<file path="config.mk">
export PLATFORM = sky130hd
export DESIGN_NAME = mix_bus
export DESIGN_NICKNAME = d
export VERILOG_FILES = /design/src/mixer_pkg.sv /design/src/gain_scale.sv /design/src/mix_bus.sv
export VERILOG_INCLUDE_DIRS = /design/src
export SDC_FILE = /design/constraint.sdc
export NUM_CORES = 1
export LEC_CHECK = 0
export ABC_AREA = 1
export BUFFER_PORTS_ARGS = -buffer_cell sky130_fd_sc_hd__buf_2
export CORE_ASPECT_RATIO = 2
export CORE_MARGIN = 2
export CORE_UTILIZATION = 45
export DETAILED_ROUTE_END_ITERATION = 12
export PLACE_DENSITY = 0.7
export SYNTH_ARGS = -nofsm -noshare
export SYNTH_HDL_FRONTEND = slang
export SYNTH_SLANG_ARGS = --single-unit
</file>
<file path="constraint.sdc">
create_clock -name vclk -period 31.2
set_input_delay 6.24 -clock vclk [all_inputs]
set_output_delay 6.24 -clock vclk [all_outputs]
set_load 0.1 [all_outputs]
</file>
<file path="src/mixer_cfg.svh">
`ifndef MIXER_CFG_SVH
`define MIXER_CFG_SVH

// matrix size
`define MIX_CHANNELS	8		// source channels and mix buses
`define MIX_PAIRS		4		// stereo codec outputs

// data widths
`define SAMPLE_W		16
`define GAIN_W			8

// gain after reset gives input/16 on every crosspoint
`define GAIN_RESET		8'h80

// top two command bits of a gain load
`define CMD_GAIN_TAG	2'b11

// right shift for gain bit 7, bit 0 gets this plus 7
`define GAIN_TOP_SHIFT	4

`endif

</file>
<file path="src/mixer_pkg.sv">
`include "mixer_cfg.svh"

package mixer_pkg;

	// audio and gain words
	typedef logic [`SAMPLE_W-1:0] sample_t;
	typedef logic [`GAIN_W-1:0] gain_t;

	// channel or bus number, minus one
	typedef logic [$clog2(`MIX_CHANNELS)-1:0] chan_idx_t;

	// host command byte
	typedef struct packed
	{
		logic [1:0] tag;		// 2'b11 marks a gain load
		chan_idx_t bus;			// destination mix bus
		chan_idx_t src;			// source channel
	} cmd_t;

	// one sample per channel
	typedef sample_t [`MIX_CHANNELS-1:0] sample_vec_t;

	// gains into one bus, by source
	typedef gain_t [`MIX_CHANNELS-1:0] gain_row_t;

	// full crosspoint matrix, by bus
	typedef gain_row_t [`MIX_CHANNELS-1:0] gain_matrix_t;

	// the two buses behind one codec output
	typedef struct packed
	{
		sample_t left;
		sample_t right;
	} pair_mix_t;

	typedef pair_mix_t [`MIX_PAIRS-1:0] pair_vec_t;

	// codec output words
	typedef sample_t [`MIX_PAIRS-1:0] out_vec_t;

endpackage

</file>
<file path="src/gain_scale.sv">
`timescale 1ns/1ps
`include "mixer_cfg.svh"

module gain_scale
(
	input mixer_pkg::sample_t sample,
	input mixer_pkg::gain_t gain,
	output mixer_pkg::sample_t scaled
);

	// shift used for gain bit 0
	localparam int BOT_SHIFT = `GAIN_TOP_SHIFT + `GAIN_W - 1;

	mixer_pkg::sample_t terms [`GAIN_W];	// one partial term per gain bit
	mixer_pkg::sample_t sum;

	genvar k;

	// gain bit k adds sample >> (BOT_SHIFT - k)
	generate
		for (k = 0; k < `GAIN_W; k++)
		begin : g_term
			assign terms[k] = gain[k] ? (sample >> (BOT_SHIFT - k)) : '0;
		end
	endgenerate

	// add up the partial terms, no multiplier
	always_comb
	begin
		sum = '0;
		for (int i = 0; i < `GAIN_W; i++)
		begin
			sum = sum + terms[i];
		end
	end

	assign scaled = sum;

endmodule

</file>
<file path="src/mix_bus.sv">
`timescale 1ns/1ps
`include "mixer_cfg.svh"

module mix_bus
(
	input mixer_pkg::sample_vec_t samples,	// all source channels
	input mixer_pkg::gain_row_t gains,		// gains into this bus
	output mixer_pkg::sample_t mix
);

	mixer_pkg::sample_t scaled [`MIX_CHANNELS];
	mixer_pkg::sample_t acc;

	genvar s;

	// one crosspoint per source channel
	generate
		for (s = 0; s < `MIX_CHANNELS; s++)
		begin : g_xpt
			gain_scale u_scale
			(
				.sample(samples[s]),
				.gain(gains[s]),
				.scaled(scaled[s])
			);
		end
	endgenerate

	// bus sum wraps at sample width
	always_comb
	begin
		acc = '0;
		for (int i = 0; i < `MIX_CHANNELS; i++)
		begin
			acc = acc + scaled[i];
		end
	end

	assign mix = acc;

endmodule

</file>
==> key figures <==
Finish
  – FFs & Latches: 0
  – Share of cells above drive strength 1: 0.0828
  – Nets: 3,047
  – Clock buffer count: 0
  – Reg area: 0 um^2
  – Area delta synth->final: 7.11%

Global routing
  – Busiest grt layer: met2
  – M1 GR Usage: 0.225
  – GRT Util Overall: 0.263
  – GRT met2 Usage: 0.534
  – Met3 global-route usage: 0.0245
  – Vias in the first global route: 15,700
  – Largest net degree at the start of global routing: 15
  – Initial antenna violation count: 11
  – Remaining global-route overflow: 0
  – First-pass GRT wire length: 79.8 mm

STA
  – Final period util: 0.628
  – Post-route setup TNS: 0 ps
  – Final Critical Period: 19,590 ps
  – Rel. slew slack: 0.646
  – Tightest Pin Transition: 532 ps
  – Fin. max-slew vios: 0
  – Final hold viol count: 0
  – Fmax: 51.0 MHz
  – Unrepaired setup endpoints after global routing: false
  – # setup viols final: 0

Drt
  – Residual DRC: 0
  – Post-Route WL: 50.8 mm
  – Iteration-0 DRC Markers: 483
  – Routed via count: 13,500
  – Vias per inst: 4.84
  – Wire per inst: 18.2 um
  – TritonRoute pass-1 iters: 6
  – Antenna violation net count after detailed routing: 0

Synth
  – Synth area leader: fa_1
  – Synth Cell Area: 17,500 um^2
  – Top-count cell post-synth: inv_1
  – Register area share after synthesis: 0
  – Syn Inst Count: 2,165
  – Most frequent cells after synthesis: 832 x inv_1, 599 x nand2_1, 532 x fa_1
  – Largest family of logic cells by synthesized area: adder cells
  – Synth Area in Simple Gates: 0.140
  – Post-synth top area share: 0.610
  – Post-synthesis compound-gate area fraction: 0.00294
  – Yosys warns: 0
  – Adder-Cell Fraction of Synth Area: 0.655
  – Count of cell types in the netlist: 21
  – Synth area leaders: fa_1 61%, inv_1 18%, nand2_1 13%
  – Mux cell area share after synthesis: 0
  – Syn Nets: 2,952
  – Post-Synth XOR/XNOR Area: 0.00452
  – Synthesized area per cell: 8.06 um^2

Critical path
  – Worst Path Max Fanout: 11
  – Crit. End Element: primary output
  – CP Cell Sequence: buf_2 -> nand2_1 -> fa_1 -> inv_1 -> fa_1 -> inv_1 -> fa_1 -> fa_1 -> inv_1 -> fa_1 -> fa_1 -> fa_1 -> fa_1 -> inv_1 -> fa_1 -> inv_1 -> ha_1 -> or2_1 -> nand3_2 -> nand2_4 -> nand2_2 -> nand3_1 -> nand2_1 -> buf_2
  – Startpoint Class: input port
  – CP required: 24,960 ps
  – Max incr delay on CP: 760 ps
  – Crit Path Class: input port to primary output
  – CP dominant cell by count: fa_1
  – Arr. time, crit path: 13,350 ps
  – Max stage delay cell, worst path: fa_1

Floorplanning
  – I/O pin total: 208
  – Starting density of the core: 0.453
  – Num rows: 102
  – Die X: 143 um
  – Die height: 282 um
  – Core ar.: 38,500 um^2
  – Die ar.: 40,500 um^2

Run status
  – Status: completed

CTS
  – Postcts setup bufs: 0
  – Cts repair resizes: 0
  – Hold_buf cts: 0

Placement
  – DP HPWL: 48.6 mm
  – Routability congestion estimate: 0.956
  – IO buf count: 176

Flow run
  – Max-cap viol count: 0

Min path
  – Worst hold-check path type: input port to primary output
-- layer usage --
metal	routed length [um]	up-vias
met4	5060	12
met3	1940	248
met1	14100	6865
met5	70	-
li1	-	5868
met2	29700	479
-- cell type report --
class,count,area [um^2]
diodes,8,20.0
well taps,520,651
multi-input cells,1247,14000
repair buffers,176,881
inverters,835,3130
fillers,3840,19900
-- cell families (layout without fill, tap and decap cells) --
family	after synthesis	in the layout
other cells	0	8
simple gates	634	634
fa+ha+maj	595	595
buf+inv	918	1011
compound gates	9	9
xor+xnor	9	9
-- layout by cell type, fill, tap and decap left out --
cell type	n
nand2_4	1
a21oi_2	1
xor2_1	5
inv_1	832
ha_1	63
nand3_2	1
nor3_2	1
xnor2_1	4
inv_2	2
buf_2	176
fa_1	532
or2_1	1
o21bai_1	1
nand4_1	3
diode_2	8
a21oi_1	7
nor2_1	12
nand2_2	3
nand3_1	11
nor2_2	2
clkinv_1	1
nand2_1	599
-- critical path, delay by kind of cell --
family | cells | cell delay [ps]
adder cells (fa/ha/maj) | 10 | 5320
buffers and inverters | 7 | 1000
AND/OR/NAND/NOR | 7 | 790
-- metrics by stage --
| stage | instance area (um^2) | instances | util | worst slack, ps | hold slack, ps |
|---|---|---|---|---|---|
| after floorplan | 17500 | 2165 | - | 11390 | 13490 |
| after global placement | 18700 | 2778 | 0.484 | 11680 | 13730 |
| after detailed placement | 18700 | 2778 | 0.484 | 11590 | 13770 |
| after CTS | 18700 | 2778 | 0.484 | 11580 | 13760 |
| after global routing | 18700 | 2782 | 0.485 | 11360 | 13790 |
| final | 18700 | 2786 | 0.485 | 11610 | 13760 |
-- worst paths after layout --
path	from	end	depth (start not counted)
hold / removal	samples[71]	mix[1]	7
setup / recovery	gains[38]	mix[15]	24
Power is not shown: default switching activity piles up to over one toggle a cycle in this logic, so the estimate is an artifact.
