## config.mk

```make
export PLATFORM = sky130hd
export DESIGN_NAME = gain_regs
export DESIGN_NICKNAME = d
export VERILOG_FILES = /design/src/mixer_pkg.sv /design/src/gain_regs.sv
export VERILOG_INCLUDE_DIRS = /design/src
export SDC_FILE = /design/constraint.sdc
export NUM_CORES = 1
export LEC_CHECK = 0
export ABC_AREA = 1
export BUFFER_PORTS_ARGS = -buffer_cell sky130_fd_sc_hd__buf_2
export CAP_MARGIN = 20
export CORE_AREA = 2 2 204 206
export DETAILED_ROUTE_END_ITERATION = 10
export DIE_AREA = 0 0 206 208
export PLACE_DENSITY = 0.76
export SLEW_MARGIN = 20
export SYNTH_ARGS = -nofsm -noshare
export SYNTH_HDL_FRONTEND = slang
export SYNTH_SLANG_ARGS = --single-unit
```

## constraint.sdc

```tcl
create_clock -name clk -period 2.6 [get_ports clk]
set_clock_uncertainty 0.05 [all_clocks]
set_input_delay 0.65 -clock clk [delete_from_list [all_inputs] [get_ports clk]]
set_output_delay 0.65 -clock clk [all_outputs]
set_load 0.02 [all_outputs]
```

## src/mixer_cfg.svh

```systemverilog
`ifndef MIXER_CFG_SVH
`define MIXER_CFG_SVH

// matrix size
`define MIX_CHANNELS	8		// source channels and mix buses
`define MIX_PAIRS		4		// stereo codec outputs

// data widths
`define SAMPLE_W		16
`define GAIN_W			8

// gain after reset gives input/16 on every crosspoint
`define GAIN_RESET		8'h80

// top two command bits of a gain load
`define CMD_GAIN_TAG	2'b11

// right shift for gain bit 7, bit 0 gets this plus 7
`define GAIN_TOP_SHIFT	4

`endif

```

## src/mixer_pkg.sv

```systemverilog
`include "mixer_cfg.svh"

package mixer_pkg;

	// audio and gain words
	typedef logic [`SAMPLE_W-1:0] sample_t;
	typedef logic [`GAIN_W-1:0] gain_t;

	// channel or bus number, minus one
	typedef logic [$clog2(`MIX_CHANNELS)-1:0] chan_idx_t;

	// host command byte
	typedef struct packed
	{
		logic [1:0] tag;		// 2'b11 marks a gain load
		chan_idx_t bus;			// destination mix bus
		chan_idx_t src;			// source channel
	} cmd_t;

	// one sample per channel
	typedef sample_t [`MIX_CHANNELS-1:0] sample_vec_t;

	// gains into one bus, by source
	typedef gain_t [`MIX_CHANNELS-1:0] gain_row_t;

	// full crosspoint matrix, by bus
	typedef gain_row_t [`MIX_CHANNELS-1:0] gain_matrix_t;

	// the two buses behind one codec output
	typedef struct packed
	{
		sample_t left;
		sample_t right;
	} pair_mix_t;

	typedef pair_mix_t [`MIX_PAIRS-1:0] pair_vec_t;

	// codec output words
	typedef sample_t [`MIX_PAIRS-1:0] out_vec_t;

endpackage

```

## src/gain_regs.sv

```systemverilog
`timescale 1ns/1ps
`include "mixer_cfg.svh"

module gain_regs
(
	input logic clk,
	input logic nRst,
	input logic wr_en,						// host write strobe
	input logic cmd_data_sw,				// 1 command, 0 data
	input logic [7:0] data,
	output mixer_pkg::gain_matrix_t gains
);

	mixer_pkg::cmd_t cmd_r;					// last command byte

	logic cmd_wr;
	logic data_wr;
	logic gain_cmd;
	logic gain_wr;

	// host strobe decode
	assign cmd_wr = wr_en & cmd_data_sw;
	assign data_wr = wr_en & ~cmd_data_sw;

	// only a gain tag lets a data byte through
	assign gain_cmd = (cmd_r.tag == `CMD_GAIN_TAG);
	assign gain_wr = data_wr & gain_cmd;

	// command register
	// stays in force for any number of data writes
	always_ff @(posedge clk or negedge nRst)
	begin
		if (!nRst)
		begin
			cmd_r <= '0;					// tag 00, not a gain load
		end
		else if (cmd_wr)
		begin
			cmd_r <= mixer_pkg::cmd_t'(data);
		end
	end

	// crosspoint gain matrix
	always_ff @(posedge clk or negedge nRst)
	begin
		if (!nRst)
		begin
			for (int b = 0; b < `MIX_CHANNELS; b++)
			begin
				for (int s = 0; s < `MIX_CHANNELS; s++)
				begin
					gains[b][s] <= `GAIN_RESET;
				end
			end
		end
		else if (gain_wr)
		begin
			// address comes from the command held before this edge
			gains[cmd_r.bus][cmd_r.src] <= data;
		end
	end

	// host strobes must be clean once out of reset
	assert property (@(posedge clk) disable iff (!nRst)
		!$isunknown({wr_en, cmd_data_sw}))
		else $error("gain_regs: unknown value on host write strobes");

endmodule

```

==> results by group <==
Synthesis
  • Synth Net Count: 2381
  • Syn. warnings: 0
  • Synth area leaders: dfrtp_1 (54%), nand2_1 (18%), nand3_1 (13%), dfstp_2 (7.9%), clkbuf_1 (1.5%)
  • FF+latch count, synth: 520
  • Post-Syn Instances: 2369
  • Syn Std Cell Area: 21300 µm²
  • Netlist cell types: 22
  • Cell type with the largest total area after synthesis: dfrtp_1
  • Synthesized area per cell: 8.99 µm²
  • Register area share after synthesis: 61.5%
  • Area share of the largest cell type after synthesis: 53.6%

Floorplanning
  • I/O pin count: 524
  • Core Rows: 74
  • Die ar.: 42800 µm²
  • Die X: 206 µm
  • Core area: 40600 µm²
  • Initial Util: 52.5%
  • Die Y: 208 µm

Pwr
  • LEAKAGE: 15.9 nW
  • Power Dens Cells: 704 nW/µm²
  • Worst IR Drop VDD: 0.467 mV

Route
  • Post-DRT Antenna Nets: 0
  • Routed WL per cell: 21.2 µm
  • Drt via density: 5.65
  • Vias after detailed routing: 19500
  • Pre-antenna DRT Iters: 6
  • DRC viols: 0
  • Starting DRT DRC Count: 1773
  • DRT Wirelength: 73200 µm

STA
  • Post-route clock period utilization: 89.1%
  • Final slew viol count: 0
  • Crit path time final: 2.32 ns
  • Finish-stage setup viols: 0
  • Rel. slew slack: 49.1%
  • Fin. Hold Viols: 0
  • Max Clock Freq: 432 MHz
  • Worst Tran Pin Value: 0.760 ns
  • Setup TNS: 0 ns
  • RSZ-0062 raised after global routing: false

Clocking
  • Clock transition at path regs: 0.06 ns
  • Max clock buf depth: 3
  • CTS tree: done
  • Clk sinks: 520
  • Clock buffer count from CTS: 51
  • Worst-Skew Late Latency: 0.59 ns
  • H-tree Lvls: 2
  • Postcts setup bufs: 0
  • Root cell of the clock tree: clkbuf_16

Critical path
  • Reg2reg setup slack: 0.28 ns
  • Worst EP required: 3.02 ns
  • CP Launch Type: flop
  • Endpoint class of the critical path: flop
  • Crit Reg-Reg Startpoint: cmd_r[1]
  • CP Launch Point: cmd_r[1]
  • CP endpoint: gains[420]
  • Setup Crit Path Kind: flop to flop
  • R2R Path End: gains[420]
  • CP Max Fanout: 8
  • Critical path arrival: 2.74 ns
  • Worst reg2reg path depth: 7

Hold path
  • Min-delay src: gains[47]
  • Worst hold path type: flop to flop

Layout
  • Final Util: 65.6%
  • P&R area growth vs syn: 24.8%
  • Layout filler cell count: 3249
  • Final net count: 2897
  • Share of cells above drive strength 1: 28.4%
  • Antenna Cells: 0
  • Multi-input logic area: 7570 µm²
  • Register area: 13100 µm²
  • Commonest cells after routing, fill and taps aside: nand2_1 (1035), nand3_1 (537), buf_2 (515)
  • Commonest non-fill, non-tap cell in the layout: nand2_1

Run status
  • Status: finished clean

Global route
  • GRT Total Usage: 34.1%
  • Overflow after GRT: 0
  • Pin count of the biggest net entering global routing: 73
  • First-pass GRT wire length: 112000 µm
  • Busiest grt layer: met2
  • M3 GR Usage: 8.15%
  • Grt met2 use: 53.9%
  • Vias in the first global route: 19200
  • GR Util met1: 43.2%
  • Antenna violations before repair: 0

Placement
  • IO Port Bufs: 523
  • Gpl congestion: 0.856
  • Detailed placement HPWL: 48900 µm

Flow run
  • Max_cap viols: 0
-- layout make-up --
cell class / count / area share [%]
sequential: 520 / 49.2
multi-input combinational: 1711 / 28.5
timing repair buffer: 589 / 13.1
clock buffer: 81 / 5.83
tap: 532 / 2.50
clock inverter: 14 / 0.569
inverter: 12 / 0.263
-- synthesized netlist by cell type, drive strengths merged --
library cell  count
dfrtp           456
inv               8
nand3           553
nor2             78
clkinv            4
a21oi             6
dfstp            64
clkbuf           85
mux2              2
buf              41
nand2          1072
-- sequential cells by signal, summed over array words and instances, names as in the netlist --
name and flops:
cmd_r 8, gains 512
-- routing by layer --
metal | vias to the layer above | part of all wire (%)
met2 | 1062 | 48
met3 | 225 | 9.6
met1 | 9563 | 37
li1 | 8697 | -
met5 | - | 0
met4 | 0 | 5.5
-- where the power goes --
| group | leakage [nW] | total, W | switching [W] | internal [W] |
|---|---|---|---|---|
| registers | 6.98 | 0.00882 | 0.000288 | 0.00853 |
| clock network | 0.841 | 0.00757 | 0.00318 | 0.00438 |
| logic | 8.09 | 0.00233 | 0.00173 | 0.000597 |
-- how the worst min path moves through the flow --
stage / to / slack, ns / depth (start not counted)
4_1_cts: gains[509] / 0.40 / 3
6_report: gains[47] / 0.41 / 2
3_5_place_dp: gains[343] / 0.40 / 2
5_1_grt: gains[509] / 0.41 / 3
2_1_floorplan: cmd_r[0] / 0.30 / 0
3_3_place_gp: gains[87] / 0.40 / 2
-- per-stage QoR --
step,area (µm²),power [W],instances,hold slack (ns),worst slack [ns]
floorplan,21300,0.0102,2369,0.304,0.885
global placement,24900,0.0112,3363,0.399,0.412
detailed placement,24900,0.0113,3363,0.403,0.407
CTS,26600,0.0188,3459,0.396,0.365
global route,26600,0.0193,3459,0.412,0.153
finish,26600,0.0187,3459,0.412,0.284
-- critical path, cell delays in order, from the launching register on --
cell      delay, ns
dfrtp_1        0.51
clkinv_4       0.15
nand2_1        0.06
nor2_1         0.59
buf_4          0.28
nand3_1        0.29
nand2_1        0.18
nand2_1        0.07
-- cell families (layout without fill, tap and decap cells) --
kind of cell | after synthesis | in the layout | share of synthesized area, %
AOI/OAI and AO/OA | 6 | 6 | 0.141
DFF | 520 | 520 | 61.5
muxes | 2 | 2 | 0.106
buffers and inverters | 138 | 696 | 3.00
and+or+nand+nor | 1703 | 1703 | 35.3
-- repair_timing --
action,4_1_cts,5_1_grt
hold buffers,1,0
endpoints found under the setup margin,0,0
gates resized for setup,0,0
hold endpoints to repair,35,0
No activity file was read; power rests on OpenSTA's default activity.
