==> src/mixer_cfg.svh <==
`ifndef MIXER_CFG_SVH
`define MIXER_CFG_SVH

// matrix size
`define MIX_CHANNELS	8		// source channels and mix buses
`define MIX_PAIRS		4		// stereo codec outputs

// data widths
`define SAMPLE_W		16
`define GAIN_W			8

// gain after reset gives input/16 on every crosspoint
`define GAIN_RESET		8'h80

// top two command bits of a gain load
`define CMD_GAIN_TAG	2'b11

// right shift for gain bit 7, bit 0 gets this plus 7
`define GAIN_TOP_SHIFT	4

`endif

==> src/mixer_pkg.sv <==
`include "mixer_cfg.svh"

package mixer_pkg;

	// audio and gain words
	typedef logic [`SAMPLE_W-1:0] sample_t;
	typedef logic [`GAIN_W-1:0] gain_t;

	// channel or bus number, minus one
	typedef logic [$clog2(`MIX_CHANNELS)-1:0] chan_idx_t;

	// host command byte
	typedef struct packed
	{
		logic [1:0] tag;		// 2'b11 marks a gain load
		chan_idx_t bus;			// destination mix bus
		chan_idx_t src;			// source channel
	} cmd_t;

	// one sample per channel
	typedef sample_t [`MIX_CHANNELS-1:0] sample_vec_t;

	// gains into one bus, by source
	typedef gain_t [`MIX_CHANNELS-1:0] gain_row_t;

	// full crosspoint matrix, by bus
	typedef gain_row_t [`MIX_CHANNELS-1:0] gain_matrix_t;

	// the two buses behind one codec output
	typedef struct packed
	{
		sample_t left;
		sample_t right;
	} pair_mix_t;

	typedef pair_mix_t [`MIX_PAIRS-1:0] pair_vec_t;

	// codec output words
	typedef sample_t [`MIX_PAIRS-1:0] out_vec_t;

endpackage

==> src/frame_latch.sv <==
`timescale 1ns/1ps
`include "mixer_cfg.svh"

module frame_latch
(
	input logic clk,
	input logic nRst,
	input logic ws,							// codec word select
	input mixer_pkg::pair_vec_t pairs,
	output mixer_pkg::out_vec_t codec_out
);

	logic ws_d;								// ws one clock back
	logic ws_edge;
	logic load_left;
	logic load_right;

	// edge seen at the same clock that samples the new ws level
	assign ws_edge = ws ^ ws_d;
	assign load_left = ws_edge & ~ws;		// falling ws
	assign load_right = ws_edge & ws;		// rising ws

	always_ff @(posedge clk or negedge nRst)
	begin
		if (!nRst)
		begin
			ws_d <= 1'b0;
		end
		else
		begin
			ws_d <= ws;
		end
	end

	// codec output words
	always_ff @(posedge clk or negedge nRst)
	begin
		if (!nRst)
		begin
			codec_out <= '0;
		end
		else if (load_left)
		begin
			for (int p = 0; p < `MIX_PAIRS; p++)
			begin
				codec_out[p] <= pairs[p].left;	// buses 1, 3, 5, 7
			end
		end
		else if (load_right)
		begin
			for (int p = 0; p < `MIX_PAIRS; p++)
			begin
				codec_out[p] <= pairs[p].right;	// buses 2, 4, 6, 8
			end
		end
	end

	// outputs only move on a ws edge
	assert property (@(posedge clk) disable iff (!nRst)
		(ws == ws_d) |=> $stable(codec_out))
		else $error("frame_latch: codec_out changed without a ws edge");

endmodule

==> config.mk <==
export PLATFORM = sky130hd
export DESIGN_NAME = frame_latch
export DESIGN_NICKNAME = d
export VERILOG_FILES = /design/src/mixer_pkg.sv /design/src/frame_latch.sv
export VERILOG_INCLUDE_DIRS = /design/src
export SDC_FILE = /design/constraint.sdc
export NUM_CORES = 1
export LEC_CHECK = 0
export BUFFER_PORTS_ARGS = -buffer_cell sky130_fd_sc_hd__buf_2
export CAP_MARGIN = 0
export CORE_ASPECT_RATIO = 0.7
export CORE_UTILIZATION = 45
export DETAILED_ROUTE_END_ITERATION = 10
export GPL_TIMING_DRIVEN = 0
export HOLD_SLACK_MARGIN = 0.06
export PLACE_DENSITY = 0.82
export SYNTH_ARGS = -nofsm -noshare
export SYNTH_HDL_FRONTEND = slang
export SYNTH_SLANG_ARGS = --single-unit
==> constraint.sdc <==
create_clock -name clk -period 3.87 [get_ports clk]
set_clock_uncertainty 0.05 [all_clocks]
set_input_delay 0.774 -clock clk [delete_from_list [all_inputs] [get_ports clk]]
set_output_delay 0.774 -clock clk [all_outputs]
set_load 0.03 [all_outputs]
==> impl_metrics.yaml <==
sta:
  rsz0062_at_grt: "no"
  max_freq_mhz: 546.5
  worst_slew_pin_slew_ps: 817.6
  report.final.hold_viol_count: 0
  post-route-period-util_pct: 47.28
  fin_tns_setup_ps: 0
  max_slew_margin_pct: 45.49
  post-route-min-period_ps: 1830
  final_setup_violation_count: 0
  final_max_slew_viol_count: 0
detailed_routing:
  drcViolationCount: 0
  vias_per_cell: 4.757
  wire_per_inst_um: 13.45
  detail-route-antenna-nets: 0
  dr.first_iter.drc_count: 99
  routed-via-count: 2764
  detailedRoute.firstPassIterationCount: 4
  wl_mm: 7.812
place:
  instance_count_after_placement_with_tap_cells_included: 565
  placement.io_buffers: 194
  dpl-instance-area_sq_um: 4096
  globalplace.congestion: 0.7446
  detailed_place_hpwl_mm: 5.961
min_path:
  worst_hold_path_startpoint: "codec_out[10]$_DFFE_PN0P_"
  worst_hold_end: "codec_out[10]$_DFFE_PN0P_"
  hold_path.class: "register to register"
  min_delay_path_depth: 2
global_route:
  overall_global_routing_usage_pct: 22.60
  grt_antenna_before_repair: 0
  grt_pass1_vias: 2680
  global_route.overflow_total: 0
  largest_net_degree_at_the_start_of_global_routing: 66
  first_pass_grt_wire_length_mm: 12.34
floorplanning:
  num_rows: 24
  placeableCoreArea_sq_um: 6336
  die_w_um: 99.74
  die_h_um: 70.42
  floorplan_die_area_sq_um: 7023
  num_io_pins: 195
  floorplan.initialDensity_pct: 47.49
power:
  worst_vdd_drop_mv: 0.2733
  power_density_nw_per_um2: 510.7
  totalPowerFinal_w: 0.002224
  power_leakage_nw: 2.247
setup_path:
  end_kind: "register"
  reg2regPathDepth: 4
  worst-r2r-setup-slack_ps: 2260
  path_max_fanout: 10
  worst_ep_arrival_time_ps: 1970
  critPathLaunchType: "primary input"
  cp.required_ps: 4010
  criticalPathCategory: "primary input to register"
  r2r-start: "ws_d$_DFF_PN0_"
  reg2reg_to: "codec_out[60]$_DFFE_PN0P_"
yosys:
  number_of_distinct_library_cell_variants_in_the_gate_level_netlist_after_synthesis: 12
  synth.most_common_cell: "sky130_fd_sc_hd__dfrtp_1"
  synth_seq_area_share_pct: 54.05
  syn-instance-count: 280
  mapped_cell_area_sq_um: 3009
  synth_enable_flop_cells: 0
  ys.warnings.count: 0
  postSynthAreaPerCell_sq_um: 10.75
  synth.top_cells.by_count: "sky130_fd_sc_hd__dfrtp_1, sky130_fd_sc_hd__mux2i_1, sky130_fd_sc_hd__nand2_1"
  synthDominantAreaCellType: "sky130_fd_sc_hd__dfrtp_1"
  synth_top_cell_area_share_pct: 54.05
  synth.ff_latch_count: 65
  syn_nets: 412
  async_reset_ff_share_pct: 100.0
  synth-main-ff-cell: "sky130_fd_sc_hd__dfrtp_1"
  ys_top_cells_by_area: "sky130_fd_sc_hd__dfrtp_1, sky130_fd_sc_hd__mux2i_1, sky130_fd_sc_hd__o21ai_1, sky130_fd_sc_hd__nand2_1, sky130_fd_sc_hd__buf_8"
clock_tree:
  cts_buffers: 9
  cts.path.max_buffers: 2
  path_clk_slew_ps: 70
  clk_latency_ps: 320
  post_cts_resized: 0
  hold_buffers: 0
  cts.sink_count: 65
  cts_tree: "built"
  htreeDepth: 3
  post_cts_setup_buffers: 0
  ctsRootBufferMaster: "sky130_fd_sc_hd__clkbuf_8"
finish:
  layout.cell_area.non_filler_sq_um: 4355
  layoutNonFillerInstCount: 581
  synth_to_final_area_change_pct: 44.74
  num-nets-final: 617
  post_route_cells_drive_above_1_share_pct: 45.31
  fillCellCount: 534
  number_of_diodes_added_for_antenna_fixing: 0
job:
  drv.max_cap_violation_count: 0
status:
  status: "complete, no violations"
-- how the worst max path moves through the flow --
stage,end,slack (ps),startpoint
floorplan,codec_out[0]$_DFFE_PN0P_,2090,ws
global placement,codec_out[18]$_DFFE_PN0P_,1750,nRst
detailed placement,codec_out[60]$_DFFE_PN0P_,1700,ws
CTS,codec_out[60]$_DFFE_PN0P_,2050,ws
global route,codec_out[53]$_DFFE_PN0P_,1970,ws
finish,codec_out[60]$_DFFE_PN0P_,2040,ws
-- layout by cell type (no fill, tap or decap) --
cell type                    synthesis  layout
sky130_fd_sc_hd__clkinvlp_4          0       1
sky130_fd_sc_hd__o21ai_0             4       4
sky130_fd_sc_hd__ha_1                1       1
sky130_fd_sc_hd__dfrtp_1            65      65
sky130_fd_sc_hd__clkbuf_1            7       9
sky130_fd_sc_hd__buf_4               1       2
sky130_fd_sc_hd__bufinv_16           0       4
sky130_fd_sc_hd__buf_8               6       6
sky130_fd_sc_hd__nand2_1            64      64
sky130_fd_sc_hd__o21ai_1            60      60
sky130_fd_sc_hd__buf_6               1       1
sky130_fd_sc_hd__inv_1               1       1
sky130_fd_sc_hd__buf_2               6     199
sky130_fd_sc_hd__clkbuf_8            0       9
sky130_fd_sc_hd__mux2i_1            64      64
-- cells by family (layout without fill, tap and decap cells) --
logic type | Yosys count | after routing | share of synthesized area (%)
flops | 65 | 65 | 54.05
simple gates | 64 | 64 | 7.983
compound gates | 64 | 64 | 10.64
mux | 64 | 64 | 21.29
buf+inv | 22 | 232 | 5.614
fa+ha+maj | 1 | 1 | 0.4157
-- through the flow --
| stage | util (%) | hold slack, ps | setup WS [ps] |
|---|---|---|---|
| after CTS | 68.74 | 441.1 | 2053 |
| after global placement | 64.61 | 413.0 | 1755 |
| after detailed placement | 64.65 | 423.8 | 1704 |
| after global routing | 68.74 | 460.9 | 1970 |
| final | 68.74 | 433.9 | 2040 |
| after floorplan | - | 428.4 | 2095 |
-- final cells by class --
cell class / count / area [sq um] / area share, %
Timing Repair Buffer: 194 / 973.4 / 22.35
Clock buffer: 11 / 131.4 / 3.016
Inverter: 1 / 3.754 / 0.08618
Tap cell: 91 / 113.9 / 2.614
Multi-Input combinational cell: 193 / 1214 / 27.87
Buffer: 21 / 165.2 / 3.792
Sequential cell: 65 / 1627 / 37.35
Clock inverter: 5 / 127.6 / 2.930
-- report_power, final --
group | switching [W] | internal [W] | total [W]
Sequential | 0.0000572 | 0.000788 | 0.000845
Clock | 0.000249 | 0.000494 | 0.000743
Combinational | 0.000422 | 0.000215 | 0.000636
Total | 0.000728 | 0.00150 | 0.00222
-- worst max-delay path, cell delays in order --
cell,delay [ps]
sky130_fd_sc_hd__buf_2,90
sky130_fd_sc_hd__inv_1,40
sky130_fd_sc_hd__ha_1,280
sky130_fd_sc_hd__buf_2,220
sky130_fd_sc_hd__clkbuf_1,410
sky130_fd_sc_hd__o21ai_1,150
-- metal layers --
metal / GRT usage (%) / vias to the layer above / part of all wire (%)
li1: - / 1371 / -
met1: 27.32 / 1270 / 43
met2: 39.92 / 121 / 50
met3: 6.006 / 2 / 7.0
met4: 5.719 / 0 / 0.35
met5: 0 / - / 0
-- sequential cells by signal (all words and copies together) (netlist names) --
name       cells
codec_out     64
ws_d           1
No activity file was read; power rests on OpenSTA's default activity.
